$ cat config.mk
export PLATFORM = sky130hd
export DESIGN_NAME = pc_update
export DESIGN_NICKNAME = d
export VERILOG_FILES = /design/src/verilog/ex_pkg.sv /design/src/verilog/pc_update.sv
export VERILOG_INCLUDE_DIRS = /design/src /design/src/include
export SDC_FILE = /design/constraint.sdc
export NUM_CORES = 1
export LEC_CHECK = 0
export ABC_AREA = 1
export BUFFER_PORTS_ARGS = -buffer_cell sky130_fd_sc_hd__buf_2
export CAP_MARGIN = 20
export CORE_MARGIN = 10
export CORE_UTILIZATION = 41
export DETAILED_ROUTE_END_ITERATION = 10
export GPL_TIMING_DRIVEN = 0
export PLACE_DENSITY = 0.78
export SLEW_MARGIN = 20
export SYNTH_ARGS = -nofsm -noshare
export SYNTH_HDL_FRONTEND = slang
export SYNTH_SLANG_ARGS = --single-unit
$ cat constraint.sdc
create_clock -name clk -period 1.45 [get_ports clk]
set_input_delay 0.145 -clock clk [delete_from_list [all_inputs] [get_ports clk]]
set_output_delay 0.145 -clock clk [all_outputs]
set_load 0.1 [all_outputs]
$ cat src/include/ex_config.svh
// Execute stage width and register number macros
`ifndef EX_CONFIG_SVH
`define EX_CONFIG_SVH

//////////////////////////////
// Datapath widths
//////////////////////////////

`define EX_DATA_W      16   // Data, PC and immediate width
`define EX_REG_ADDR_W  4    // Register file address width

//////////////////////////////
// Instruction fields
//////////////////////////////

`define EX_CALL_W      12   // Absolute call target field

// Register that holds the stack pointer
`define EX_SP_REG      15   // Call and ret_future write here

`endif

$ cat src/verilog/ex_pkg.sv
// Execute stage vector typedefs, ALU operation and branch condition enums
`default_nettype none

`include "ex_config.svh"

package ex_pkg;

    //////////////////////////////
    // Vector types
    //////////////////////////////

    typedef logic [`EX_DATA_W-1:0]         data_t;        // Data, PC or immediate
    typedef logic [`EX_REG_ADDR_W-1:0]     reg_addr_t;    // Register number
    typedef logic [$clog2(`EX_DATA_W)-1:0] shamt_t;       // Shift amount
    typedef logic [`EX_CALL_W-1:0]         call_target_t; // Absolute call field
    typedef logic [`EX_DATA_W/2-1:0]       byte_t;        // Load-half immediate

    // Bit 2 zero, bit 1 overflow, bit 0 negative
    typedef logic [2:0] flags_t;

    //////////////////////////////
    // Operation encodings
    //////////////////////////////

    typedef enum logic [2:0] {
        ADD    = 3'd0,  // Saturating add
        SUB    = 3'd1,  // Saturating subtract
        AND    = 3'd2,
        NOR    = 3'd3,
        SLL    = 3'd4,  // Logical left
        SRL    = 3'd5,  // Logical right
        SRA    = 3'd6,  // Arithmetic right
        PASS_A = 3'd7   // Stack pointer on call/ret
    } alu_op_e;

    typedef enum logic [2:0] {
        NEQ    = 3'd0,
        EQ     = 3'd1,
        GT     = 3'd2,
        LT     = 3'd3,
        GTE    = 3'd4,
        LTE    = 3'd5,
        OVFL   = 3'd6,
        UNCOND = 3'd7
    } branch_cond_e;

endpackage

`default_nettype wire

$ cat src/verilog/pc_update.sv
// Flag register, branch condition check and PC target selection
`timescale 1ns/1ps
`default_nettype none

`include "ex_config.svh"

module pc_update (
    input  logic                 clk,
    input  logic                 reset,
    input  logic                 flags_we,         // Load flags from ALU
    input  ex_pkg::flags_t       alu_flags,        // {zero, overflow, negative}
    input  logic                 branch,
    input  logic                 call,
    input  logic                 ret,
    input  ex_pkg::branch_cond_e branch_cond,
    input  ex_pkg::data_t        pc_in,            // Next sequential PC
    input  ex_pkg::data_t        sign_ext,         // Branch offset
    input  ex_pkg::call_target_t call_target,      // Absolute call field
    input  ex_pkg::data_t        pc_stack_pointer, // Return address
    output ex_pkg::data_t        pc_target,
    output logic                 pc_taken          // Redirect fetch
);

    //////////////////////////////
    // Flag register
    //////////////////////////////

    ex_pkg::flags_t flags_q;   // Flags of earlier instructions
    logic           flag_z;
    logic           flag_v;
    logic           flag_n;
    logic           cond_met;  // Branch condition holds

    always_ff @(posedge clk) begin
        if (reset) begin
            flags_q <= '0;
        end else if (flags_we) begin
            flags_q <= alu_flags;   // Same edge that accepts the instruction
        end
    end

    assign flag_z = flags_q[2];
    assign flag_v = flags_q[1];
    assign flag_n = flags_q[0];

    //////////////////////////////
    // Condition evaluation
    //////////////////////////////

    always_comb begin
        case (branch_cond)
            ex_pkg::NEQ:    cond_met = ~flag_z;
            ex_pkg::EQ:     cond_met = flag_z;
            ex_pkg::GT:     cond_met = ~flag_z & ~flag_n;  // Strictly positive
            ex_pkg::LT:     cond_met = flag_n;
            ex_pkg::GTE:    cond_met = ~flag_n;
            ex_pkg::LTE:    cond_met = flag_z | flag_n;
            ex_pkg::OVFL:   cond_met = flag_v;             // Last add/sub clamped
            ex_pkg::UNCOND: cond_met = 1'b1;
            default:        cond_met = 1'b0;
        endcase
    end

    //////////////////////////////
    // Target selection
    //////////////////////////////

    always_comb begin
        pc_taken  = 1'b0;
        pc_target = pc_in;   // Fall through
        if (call) begin
            // Keep the current page, replace the offset
            pc_target = {pc_in[`EX_DATA_W-1:`EX_CALL_W], call_target};
            pc_taken  = 1'b1;
        end else if (ret) begin
            pc_target = pc_stack_pointer;
            pc_taken  = 1'b1;
        end else if (branch && cond_met) begin
            pc_target = pc_in + sign_ext;   // PC relative
            pc_taken  = 1'b1;
        end
    end

    // Decode never issues more than one kind of control transfer
    a_one_transfer: assert property (
        @(posedge clk) disable iff (reset)
        $onehot0({branch, call, ret})
    ) else $error("pc_update: more than one of branch, call, ret");

endmodule

`default_nettype wire
Word level (Yosys, flattened, before mapping)

Cells that the tools add are included.
Widths: inputs -> output; s select.

Shift-type cells: 0
$mul: 0
Muxes and demuxes: 7
Divide/modulo/power cells: 0
Equal/unequal tests: 7
$lt $le $gt $ge: 0
Bitwise logic cells: 4
$add $sub $neg: 1
Reduce and logical (&&, ||, !) cells: 2

Operators with widths:

| cell               | number |
|---|---|
| $mux 16            | 3 |
| $add 16x16->16     | 1 |
| $eq 3x3->1 const B | 4 |
| $pmux 1 s8         | 1 |
| $eq 3x2->1 const B | 2 |
| $eq 3x1->1 const B | 1 |
| $logic_not 3->1    | 1 |
| $mux 1             | 3 |
| $not 1->1          | 2 |
| $and 1x1->1        | 1 |
| $logic_and 1x1->1  | 1 |
| $or 1x1->1         | 1 |

Input bits: 72
Memory bits (read-only): 0
Memory bits (writable): 0
Memories: 0
Bits in latches: 0
Output and inout port bits: 17
Logic and storage cells: 22
Register bits after elaboration: 3

Logic depth before layout (Yosys ltp)

Gate-level depths: netlist of run 1.

Depth after elaboration: 7
Mapped depth: 12

Worst setup path after synthesis of run 1

Ideal clock, no wire load.

Path kind: input to output
Start: in pc_in[0]
End: out pc_target[8]
Slack: -1.447 ns
Data required time: 1.305 ns
Path buffers: 0
Data arrival time: 2.752 ns
Cell stages on the path: 10
Cell sequence: ha_1 fa_1 nand2_1 nand2_1 and2_1 nand2_1 nand4_1 nand3_1 nand2_1 a21oi_1

Word-level cells in the longest chain between the ends: 4

Ends and longest elaborated chain:

| what            | RTL line        | source |
|---|---|---|
| start, declared | pc_update.sv:16 | `input ex_pkg::data_t pc_in,` |
| $add 16x16->16  | pc_update.sv:79 | `pc_target = pc_in + sign_ext;` |
| $mux 16         | pc_update.sv:78 | `end else if (branch && cond_met) begin` |
| $mux 16         | pc_update.sv:75 | `end else if (ret) begin` |
| $mux 16         | pc_update.sv:71 | `if (call) begin` |
| end, declared   | pc_update.sv:20 | `output ex_pkg::data_t pc_target,` |

Every way passes these cells.

Worst setup path after layout of run 1

Start: reg flags_q[0]
End: out pc_target[6]

Word-level cells in the longest chain between the ends: 7

Ends and longest elaborated chain:

| what                   | RTL line                         | source |
|---|---|---|
| start, declared        | pc_update.sv:28                  | `ex_pkg::flags_t flags_q;` |
| start signal, assigned | pc_update.sv:38                  | `flags_q <= alu_flags;` |
| $not 1->1              | pc_update.sv:54, pc_update.sv:56 |  |
| $and 1x1->1            | pc_update.sv:54                  | `ex_pkg::GT: cond_met = ~flag_z & ~flag_n;` |
| $pmux 1 s8 (*)         | pc_update.sv:51                  | `case (branch_cond)` |
| $logic_and 1x1->1 (*)  | pc_update.sv:78                  |  |
| $mux 16 (*)            | pc_update.sv:78                  |  |
| $mux 16 (*)            | pc_update.sv:75                  |  |
| $mux 16 (*)            | pc_update.sv:71                  |  |

Every way passes the cells marked *; elsewhere a longest branch is shown, timed or not.

==> results of run 1 <==
cell usage after synthesis:
cell type	instances	area share (%)
a21oi_1	34	11
a21oi_2	10	5.5
a22oi_1	5	2.3
and2_1	1	0.39
buf_1	1	0.23
buf_6	2	1.4
clkbuf_1	4	0.94
dfxtp_1	3	3.8
fa_1	1	1.3
ha_1	15	12
inv_1	55	13
inv_4	1	0.39
nand2_1	98	23
nand2_4	1	0.70
nand3_1	20	6.3
nand3b_1	3	1.4
nand4_1	2	0.78
nor2_1	28	6.6
nor2_2	1	0.39
nor3_1	3	0.94
o211ai_1	1	0.47
o21ai_0	4	1.3
o21ai_1	10	3.1
or2_2	2	0.78
xnor2_1	2	1.1
xor2_1	3	1.6
kinds of logic after synthesis:
kind of cell / share of synthesized area, %
compound gates: 23.3
xor+xnor: 2.74
fa+ha+maj: 13.0
buf+inv: 15.9
flops: 3.76
simple gates: 41.3
metal layers:
metal  global-route usage, %  vias to the layer above  share of wire (%)
li1                        -                     1179                  -
met3                    5.40                        5                 10
met1                    21.8                     1048                 37
met2                    34.1                       95                 53
met4                    4.93                        0               0.62
met5                       0                        -                  0
power by group through the flow:
stage	combinational [W]	sequential, W	clock [W]
3_3_place_gp	0.00125	0.0000921	0
3_5_place_dp	0.00127	0.0000924	0
4_1_cts	0.00151	0.0000913	0.000256
2_1_floorplan	0.000977	0.0000915	0
5_1_grt	0.00167	0.0000931	0.000266
6_report	0.00156	0.0000925	0.000251
stage by stage:
step | worst slack (ns) | power, W
after floorplan | -0.486 | 0.00107
after global placement | -0.768 | 0.00134
after detailed placement | -0.785 | 0.00136
after CTS | -0.510 | 0.00186
after global routing | -0.657 | 0.00203
final | -0.550 | 0.00190
worst paths after layout:
kind / start / endpoint / cells past startpoint
worst max register to register: flags_q[2]$_SDFFE_PP0P_ / flags_q[2]$_SDFFE_PP0P_ / 2
worst min register to register: flags_q[1]$_SDFFE_PP0P_ / flags_q[1]$_SDFFE_PP0P_ / 2
worst min-delay path: reset / flags_q[1]$_SDFFE_PP0P_ / 2
worst max-delay path: flags_q[0]$_SDFFE_PP0P_ / pc_target[6] / 10
critical path, cell delays in order, from the launching register on:
cell       delay (ns)
dfxtp_2          0.33
nor2_4           0.10
nand2_1          0.07
nand2_1          0.06
nor2_1           0.04
nor2_2           0.14
nand2_4          0.15
bufbuf_16        0.32
o21ai_4          0.17
a21oi_4          0.08
buf_12           0.17
repair_timing:
action / CTS / global route
hold endpoints to repair: 0 / 0
buffers inserted: 2 / 2
gates resized for setup: 85 / 18
pin swaps: 8 / 9
setup endpoints to repair: 17 / 17
gates cloned: 1 / 0
area by class of cell:
| cell class | count | area (µm²) |
|---|---|---|
| buffer | 7 | 58.8 |
| clock buffer | 4 | 45.0 |
| fill | 254 | 704 |
| inverter | 56 | 215 |
| multi-input combinational | 244 | 1810 |
| sequential | 3 | 62.6 |
| tap | 48 | 60.1 |
| timing repair buffer | 92 | 757 |
==> flow_summary_export.csv, run 1 <==
group,metric,value,unit
pwr,p_switching,0.00101,W
timing,setup_slack,-0.550,ns
global_route,grt_pass1_wl,10.5,mm
outcome,status,"finished, violations left",
drt,drt-pass1-iter-count,4,
critical_path,cp.arrival,1.85,ns
timing,hold_viol,0,
timing,rsz0062_at_grt,"true",
timing,worst_slew_pin_slew,0.732,ns
timing,hold_ws,0.107,ns
clock_tree,h-tree-depth,1,
final_layout,antenna_cells,0,
final_layout,fin_cells,454,
drt,drt_iter0_markers,151,
job,maxCapViolations,0,
critical_path,crit_path_end_kind,"primary output",
timing,skew,0,ns
critical_path,startpoint_type,"flip-flop",
final_layout,fin_nets,495,
drt,routed_wl,6.74,mm
yosys,syn-instance-count,310,
critical_path,path_max_fanout,8,
critical_path,worstPathRequired,1.31,ns
floorplan,coreArea,0.00372,mm²
timing,setup_viol,17,
pwr,intPower,0.000893,W
hold_path,hold_path.class,"in -> reg",
pwr,pwr-share-clk,13.2,%
final_layout,largest_reg_flops,3,
global_route,first_global_vias,2335,
drt,wl_per_cell,14.8,µm
floorplan,num_io_pins,89,
yosys,syn_area_per_cell,5.15,µm²
global_route,grt_max_degree,11,
timing,max_freq,0.500,GHz
pwr,combPwrFrac,82.0,%
final_layout,drive_gt1_share,46.1,%
global_route,grt_usage,19.1,%
timing,tns,-8.65,ns
pwr,pwr-share-seq,4.9,%
drt,routed_via_density,5.13,
clock_tree,cts_sinks,3,
outcome,violations,"setup timing",
global_route,grt_overflow_total,0,
final_layout,areaGrowthSynthToFinish,88.5,%
timing,final_max_slew_viol_count,0,
yosys,ys_seq_elements,3,
pwr,power.density,632,mW/mm²
critical_path,worstSetupPathType,"reg -> out",
pwr,swShare,53.1,%
pwr,p_leak,1.50,nW
timing,fin_crit,2.00,ns
final_layout,layout_commonest_cell,"nand2_1",
yosys,syn-num-nets,398,
drt,dr_total_vias,2327,
final_layout,top_register,"flags_q",
placement,gp_congestion,0.894,
pwr,ir_drop,743,µV
clock_tree,numCtsBuffers,3,
final_layout,fin_area,0.00301,mm²
placement,port_buffers,87,
floorplan,start_util,43.0,%
clock_tree,root_buffer,"clkbuf_8",
placement,dp.final_hpwl,5.00,mm
clock_tree,clkTransAtPathRegs,0.03,ns
floorplan,rows,22,
final_layout,top_regs,"flags_q x3",
timing,slew_headroom,51.2,%
timing,layout_worst_path_cycle_share,138,%
drt,ant_nets,0,
yosys,yosys_warnings,0,
yosys,ys_types,26,
global_route,antenna_found_initial,0,
final_layout,final_cell_mix,"nand2_1 (77), buf_2 (70), inv_1 (55)",
drt,drc,0,
placement,dpl-instance-area,0.00252,mm²
final_layout,utilization,81.0,%
critical_path,r2r_setup_slack,0.83,ns
placement,dp.cells,445,
clock_tree,clk_path_buf_depth,2,
yosys,netlist_area,0.00160,mm²
floorplan,die_area,0.00679,mm²
floorplan,die-width,82.4,µm
clock_tree,cts_tree,"yes",
clock_tree,cts_hold_buf,0,
yosys,synth_seq_area_share,3.76,%
floorplan,die_h,82.4,µm
clock_tree,clk_latency,0.22,ns
Note: power is estimated with default switching activity, not from simulation.
==> inputs of run 2 (changes only) <==
Settings changed: PLACE_DENSITY 0.78 to 0.9.
==> run 2 against run 1 <==
Compared with the run above: sequential power fell by 1%; sequential share of layout area shrank 0.057 points; highest routed layer unchanged; first-iteration DRC count shrank 5.3%; the flow still finishes with violations (setup timing).
==> flow_summary_export.csv, run 2 (same netlist as run 1, synthesis figures left out) <==
group,metric,value,unit
outcome,status,"finished, violations left",
outcome,violations,"setup timing",
final_layout,utilization,81.6,%
timing,fin_crit,2.02,ns
timing,skew,0,ns
hold_path,whs_path_depth,2,
critical_path,path_delay_family,"simple AND/OR/NAND/NOR gates",
final_layout,fin_area,0.00303,mm²
floorplan,die_area,0.00679,mm²
floorplan,num_io_pins,89,
clock_tree,root_buffer,"clkbuf_8",
final_layout,top_register,"flags_q",
pwr,p_leak,1.51,nW
drt,drt_iter0_markers,143,
final_layout,largest_reg_flops,3,
timing,slew_headroom,47.6,%
critical_path,r2r_end,"flags_q[2]$_SDFFE_PP0P_",
critical_path,r2r_cells,2,
pwr,power.density,640,mW/mm²
critical_path,crit_top_cell,"nand2_2",
final_layout,fin_nets,498,
drt,drt-pass1-iter-count,4,
drt,dr_total_vias,2429,
critical_path,r2r-start,"flags_q[2]$_SDFFE_PP0P_",
floorplan,die_h,82.4,µm
job,maxCapViolations,0,
critical_path,cp.arrival,1.88,ns
global_route,grt.busiest_layer,"met2",
timing,final_max_slew_viol_count,0,
critical_path,crit_chain,"buf_2, ha_4, fa_2, nand2_2, nand2_1, nand3b_1, nand2_2, nand2_1, nand3_1, nand3_1, nand2_2, a21oi_4, buf_12",
timing,layout_worst_path_cycle_share,139,%
timing,setup_slack,-0.573,ns
critical_path,cpMaxStageDelayCell,"fa_2",
clock_tree,cts_hold_buf,0,
final_layout,top_regs,"flags_q x3",
drt,wl_per_cell,16.2,µm
pwr,total_power,0.00194,W
drt,routed_wl,7.38,mm
global_route,antenna_found_initial,0,
timing,worst_slew_pin_slew,0.786,ns
clock_tree,clk_path_buf_depth,2,
clock_tree,h-tree-depth,1,
global_route,grt_max_degree,11,
floorplan,coreArea,0.00372,mm²
timing,rsz0062_at_grt,"true",
final_layout,antenna_cells,0,
critical_path,worstPathRequired,1.31,ns
drt,ant_nets,0,
drt,routed_via_density,5.32,
critical_path,worstSetupPathType,"in -> out",
global_route,grt_usage,20.6,%
clock_tree,clk_latency,0.21,ns
final_layout,layout_commonest_cell,"nand2_1",
timing,hold_viol,0,
placement,dp_worst_setup_slack,-0.758,ns
critical_path,crit_buf_inv,2,
floorplan,rows,22,
global_route,first_global_vias,2552,
global_route,grt_use_met3,5.18,%
clock_tree,cts_sinks,3,
hold_path,hold_start,"reset",
critical_path,path_max_fanout,3,
clock_tree,numCtsBuffers,3,
critical_path,crit_path_end_kind,"primary output",
placement,gp_congestion,0.871,
placement,dpl-instance-area,0.00252,mm²
hold_path,hold_path.class,"in -> reg",
final_layout,areaGrowthSynthToFinish,89.9,%
clock_tree,cts_tree,"yes",
floorplan,die-width,82.4,µm
critical_path,r2r_setup_slack,0.75,ns
final_layout,drive_gt1_share,44.0,%
clock_tree,clkTransAtPathRegs,0.03,ns
global_route,use_met2,39.9,%
hold_path,whs_endpoint,"flags_q[0]$_SDFFE_PP0P_",
timing,max_freq,0.494,GHz
pwr,ir_drop,613,µV
final_layout,fillers,249,
drt,drc,0,
critical_path,slowest_delay,0.38,ns
timing,setup_viol,17,
final_layout,final_cell_mix,"nand2_1 (82), buf_2 (70), inv_1 (55)",
critical_path,startpoint_type,"input pin",
placement,dp.final_hpwl,5.14,mm
global_route,grt_overflow_total,0,
global_route,grtUsageMet1,20.9,%
floorplan,start_util,43.0,%
placement,port_buffers,87,
final_layout,multi_input_area,0.00180,mm²
global_route,grt_pass1_wl,11.2,mm
final_layout,regArea,61.3,µm²
-- run 2: routing by layer --
metal	part of all wire, %	up-vias
met1	36	1114
met4	2.6	0
met3	9.1	20
met5	0	-
li1	-	1194
met2	52	101
-- run 2: area by class of cell --
type                            instances  share of cell area, %
Sequential cell                         3                   2.02
Tap cell                               48                   1.98
Clock buffer                            4                   1.48
Buffer                                  7                   1.94
Timing Repair Buffer                   95                   26.1
Inverter                               56                   7.18
Multi-Input combinational cell        244                   59.3
-- run 2: worst max-delay path by stage --
stage | cells past startpoint | startpoint | end
2_1_floorplan | 11 | pc_in[0] | pc_target[14]
4_1_cts | 11 | flags_q[0]$_SDFFE_PP0P_ | pc_target[7]
3_3_place_gp | 13 | pc_in[0] | pc_target[14]
6_report | 13 | pc_in[0] | pc_target[14]
5_1_grt | 13 | pc_in[0] | pc_target[14]
3_5_place_dp | 13 | pc_in[0] | pc_target[10]
-- run 2: metrics by stage --
step           TNS (ns)  hold slack, ns  std cells
2_1_floorplan     -5.95           0.207        310
3_3_place_gp      -9.18           0.325        445
3_5_place_dp      -9.74           0.325        445
4_1_cts           -8.45           0.106        454
5_1_grt          -10.13           0.113        457
6_report          -8.75           0.113        457
-- run 2: where the power goes --
group / leakage [nW] / internal [W] / switching (W)
Clock: 0.0228 / 0.000188 / 0.0000581
Sequential: 0.0251 / 0.0000880 / 0.00000360
Combinational: 1.46 / 0.000629 / 0.000976
-- run 2: what timing repair did --
item | CTS | global route
resized for setup | 90 | 9
pin swaps | 12 | 5
setup buffers | 4 | 2
cloned | 1 | 1
setup endpoints to repair | 17 | 17
==> inputs of run 3 (changes only) <==
Settings changed: ABC_AREA 1 to not set, CORE_UTILIZATION 41 to 38.
==> run 3 against run 2 <==
Compared with the run above: sequential cell count stayed put; combinational power is 6% higher; register-to-register slack lost 0.04 ns; the run still ends with setup timing left; via count shrank 4.3%; non-clock buffer count grew 4; synthesized area fell by 21%; clock power down 33%; sequential power hardly changed; critical path depth is 4 lower; critical path type is now reg -> out.
==> flow_summary_export.csv, run 3 <==
group,metric,value,unit
yosys,synthSimpleGateAreaFrac,15.6,%
outcome,status,"finished, violations left",
timing,setup_viol,17,
critical_path,worstPathRequired,1.31,ns
critical_path,r2r-start,"flags_q[2]$_SDFFE_PP0P_",
timing,hold_ws,0.0974,ns
timing,max_freq,0.411,GHz
final_layout,top_regs,"flags_q x3",
timing,rsz0062_at_grt,"true",
yosys,synth_xor_area_share,11.2,%
final_layout,top_register,"flags_q",
drt,ant_nets,0,
yosys,ys_top_cells_by_area,"ha_1 (15%), a21oi_1 (11%), xnor2_1 (7.0%)",
floorplan,num_io_pins,89,
final_layout,final_cell_mix,"buf_2 (68), buf_12 (18), nand2_1 (15), nor2_1 (15), ha_1 (13)",
critical_path,startpoint_type,"flip-flop",
hold_path,hold_start,"reset",
clock_tree,cts_tree,"yes",
critical_path,crit_path_end_kind,"primary output",
drt,routed_wl,9.24,mm
final_layout,largest_reg_flops,3,
yosys,yosysMostFrequentCell,"a21oi_1",
yosys,yosysTopAreaCellShare,14.9,%
timing,fin_crit,2.43,ns
floorplan,die-width,77.5,µm
drt,wl_per_cell,28.1,µm
final_layout,fin_nets,374,
placement,gp_congestion,0.909,
critical_path,path_max_fanout,5,
yosys,syn_area_per_cell,7.02,µm²
floorplan,start_util,40.5,%
yosys,netlist_area,0.00126,mm²
yosys,yosys_warnings,0,
pwr,power.density,730,mW/mm²
global_route,grt_usage,25.1,%
placement,dp.final_hpwl,4.59,mm
critical_path,slowest_delay,0.35,ns
critical_path,r2r_end,"flags_q[2]$_SDFFE_PP0P_",
final_layout,drive_gt1_share,59.6,%
final_layout,areaGrowthSynthToFinish,114,%
final_layout,multi_input_area,0.00163,mm²
yosys,yosys.area.top_type,"ha_1",
yosys,synth_seq_area_share,4.78,%
global_route,grt_overflow_total,0,
global_route,grt_pass1_wl,12.3,mm
final_layout,regArea,65.1,µm²
timing,setup_slack,-0.984,ns
global_route,grtUsageMet1,26.3,%
yosys,syn-instance-count,179,
timing,slew_headroom,38.9,%
timing,layout_worst_path_cycle_share,168,%
pwr,p_leak,1.16,nW
final_layout,layout_commonest_cell,"buf_2",
critical_path,worstSetupPathType,"reg -> out",
yosys,synth_ff_type,"dfxtp_1",
drt,routed_via_density,7.06,
critical_path,cp.arrival,2.29,ns
global_route,grt_max_degree,11,
global_route,use_met2,46.0,%
clock_tree,clk_path_buf_depth,2,
timing,hold_viol,0,
yosys,async_flop_share,0,%
floorplan,die_area,0.00601,mm²
final_layout,fillers,139,
clock_tree,numCtsBuffers,3,
critical_path,r2r_cells,3,
critical_path,r2r_setup_slack,0.71,ns
hold_path,whs_path_depth,2,
drt,drt_iter0_markers,403,
floorplan,die_h,77.5,µm
critical_path,cpMaxStageDelayCell,"dfxtp_4",
global_route,first_global_vias,2296,
yosys,synth_top_family_by_area,"compound AO/OA/AOI/OAI gates",
clock_tree,cts_sinks,3,
yosys,syn-num-nets,267,
clock_tree,clk_latency,0.24,ns
yosys,ys_types,40,
yosys,ys_seq_elements,3,
yosys,synth_edf_count,0,
critical_path,crit_top_cell,"buf_12",
yosys,synth.area.mux_share,6.77,%
timing,worst_slew_pin_slew,0.916,ns
yosys,synth_compound_area_share,41.5,%
clock_tree,h-tree-depth,1,
yosys,synthTopCellsByCount,"a21oi_1 (27), nand2_1 (21), nor2_1 (19)",
job,maxCapViolations,0,
critical_path,crit_chain,"xor2_2, o211ai_1, o2111ai_4, buf_4, buf_12, buf_6, a21oi_2, a21oi_4, buf_12",
timing,skew,0,ns
pwr,ir_drop,546,µV
timing,tns,-14.88,ns
drt,drt-pass1-iter-count,7,
global_route,antenna_found_initial,0,
hold_path,whs_endpoint,"flags_q[0]$_SDFFE_PP0P_",
yosys,synthAdderAreaFrac,16.5,%
drt,dr_total_vias,2324,
timing,final_max_slew_viol_count,0,
outcome,violations,"setup timing",
clock_tree,clkTransAtPathRegs,0.04,ns
hold_path,hold_path.class,"in -> reg",
floorplan,coreArea,0.00310,mm²
global_route,grt.busiest_layer,"met2",
drt,drc,0,
final_layout,antenna_cells,0,
global_route,grt_use_met3,5.53,%
clock_tree,root_buffer,"clkbuf_4",
placement,port_buffers,87,
floorplan,rows,20,
## run 3: changes by cell type in the layout (fill, tap and decap cells not counted), sizes merged, moves of 7 or more
cell	previous run	this run
nor2	29	20
o22ai	0	11
a21oi	44	27
nand2	99	21
xnor2	2	10
nand3	20	2
inv	56	6
mux2i	0	7
## run 3: per-stage QoR
step                cells  util, %  total power [W]  area (µm²)  worst slack, ns
finish                329     86.5          0.00196        2690           -0.984
global route          329     86.5          0.00201        2690            -1.04
CTS                   325     82.7          0.00175        2560           -0.875
detailed placement    310     66.1          0.00130        2050            -1.12
global placement      310     66.1          0.00128        2050            -1.13
floorplan             179        -          0.00104        1560           -0.811
## run 3: kinds of logic after synthesis
group	Yosys count
compound gates	78
xor+xnor	16
fa+ha+maj	16
buf+inv	10
flops	3
mux	8
simple gates	48
## run 3: power by group
group	total, W	switching [W]	leakage [nW]	internal, W
clock network	0.000165	0.0000606	0.0150	0.000104
logic	0.00170	0.00104	1.12	0.000662
registers	0.0000916	0.00000403	0.0258	0.0000876
total	0.00196	0.00111	1.16	0.000853
## run 3: what timing repair did
action | in CTS | in global routing
buffers inserted | 11 | 5
hold buffers | 0 | 0
pin swaps | 22 | 13
setup endpoints to repair | 17 | 17
resized for setup | 96 | 16
cloned | 0 | 1
## run 3: layer usage
layer | wire, µm | vias up
met5 | 0 | -
met4 | 869 | 0
met3 | 1200 | 98
met2 | 4280 | 280
met1 | 2890 | 1046
li1 | - | 900
## run 3: how the worst max path moves through the flow
stage,startpoint,end,slack (ns),depth (start not counted)
4_1_cts,pc_in[0],pc_target[14],-0.88,10
5_1_grt,flags_q[0]$_SDFFE_PP0P_,pc_target[4],-1.04,9
3_5_place_dp,pc_in[0],pc_target[12],-1.12,10
3_3_place_gp,pc_in[0],pc_target[14],-1.13,10
2_1_floorplan,pc_in[0],pc_target[14],-0.81,8
6_report,flags_q[0]$_SDFFE_PP0P_,pc_target[4],-0.98,9
## run 3: layout make-up
class                      instances  share of cell area, %
inverter                           6                  0.839
buffer                             3                   1.03
timing repair buffer             103                   32.2
multi-input combinational        166                   60.5
clock buffer                       4                  0.979
tap                               44                   2.05
sequential                         3                   2.42
## run 3: worst max-delay path: cells and delay by family, from the launching register on
family	cells	cell delay (ns)
AO/OA/AOI/OAI	4	0.84
buffers and inverters	4	0.70
flip-flops	1	0.35
XOR/XNOR	1	0.14
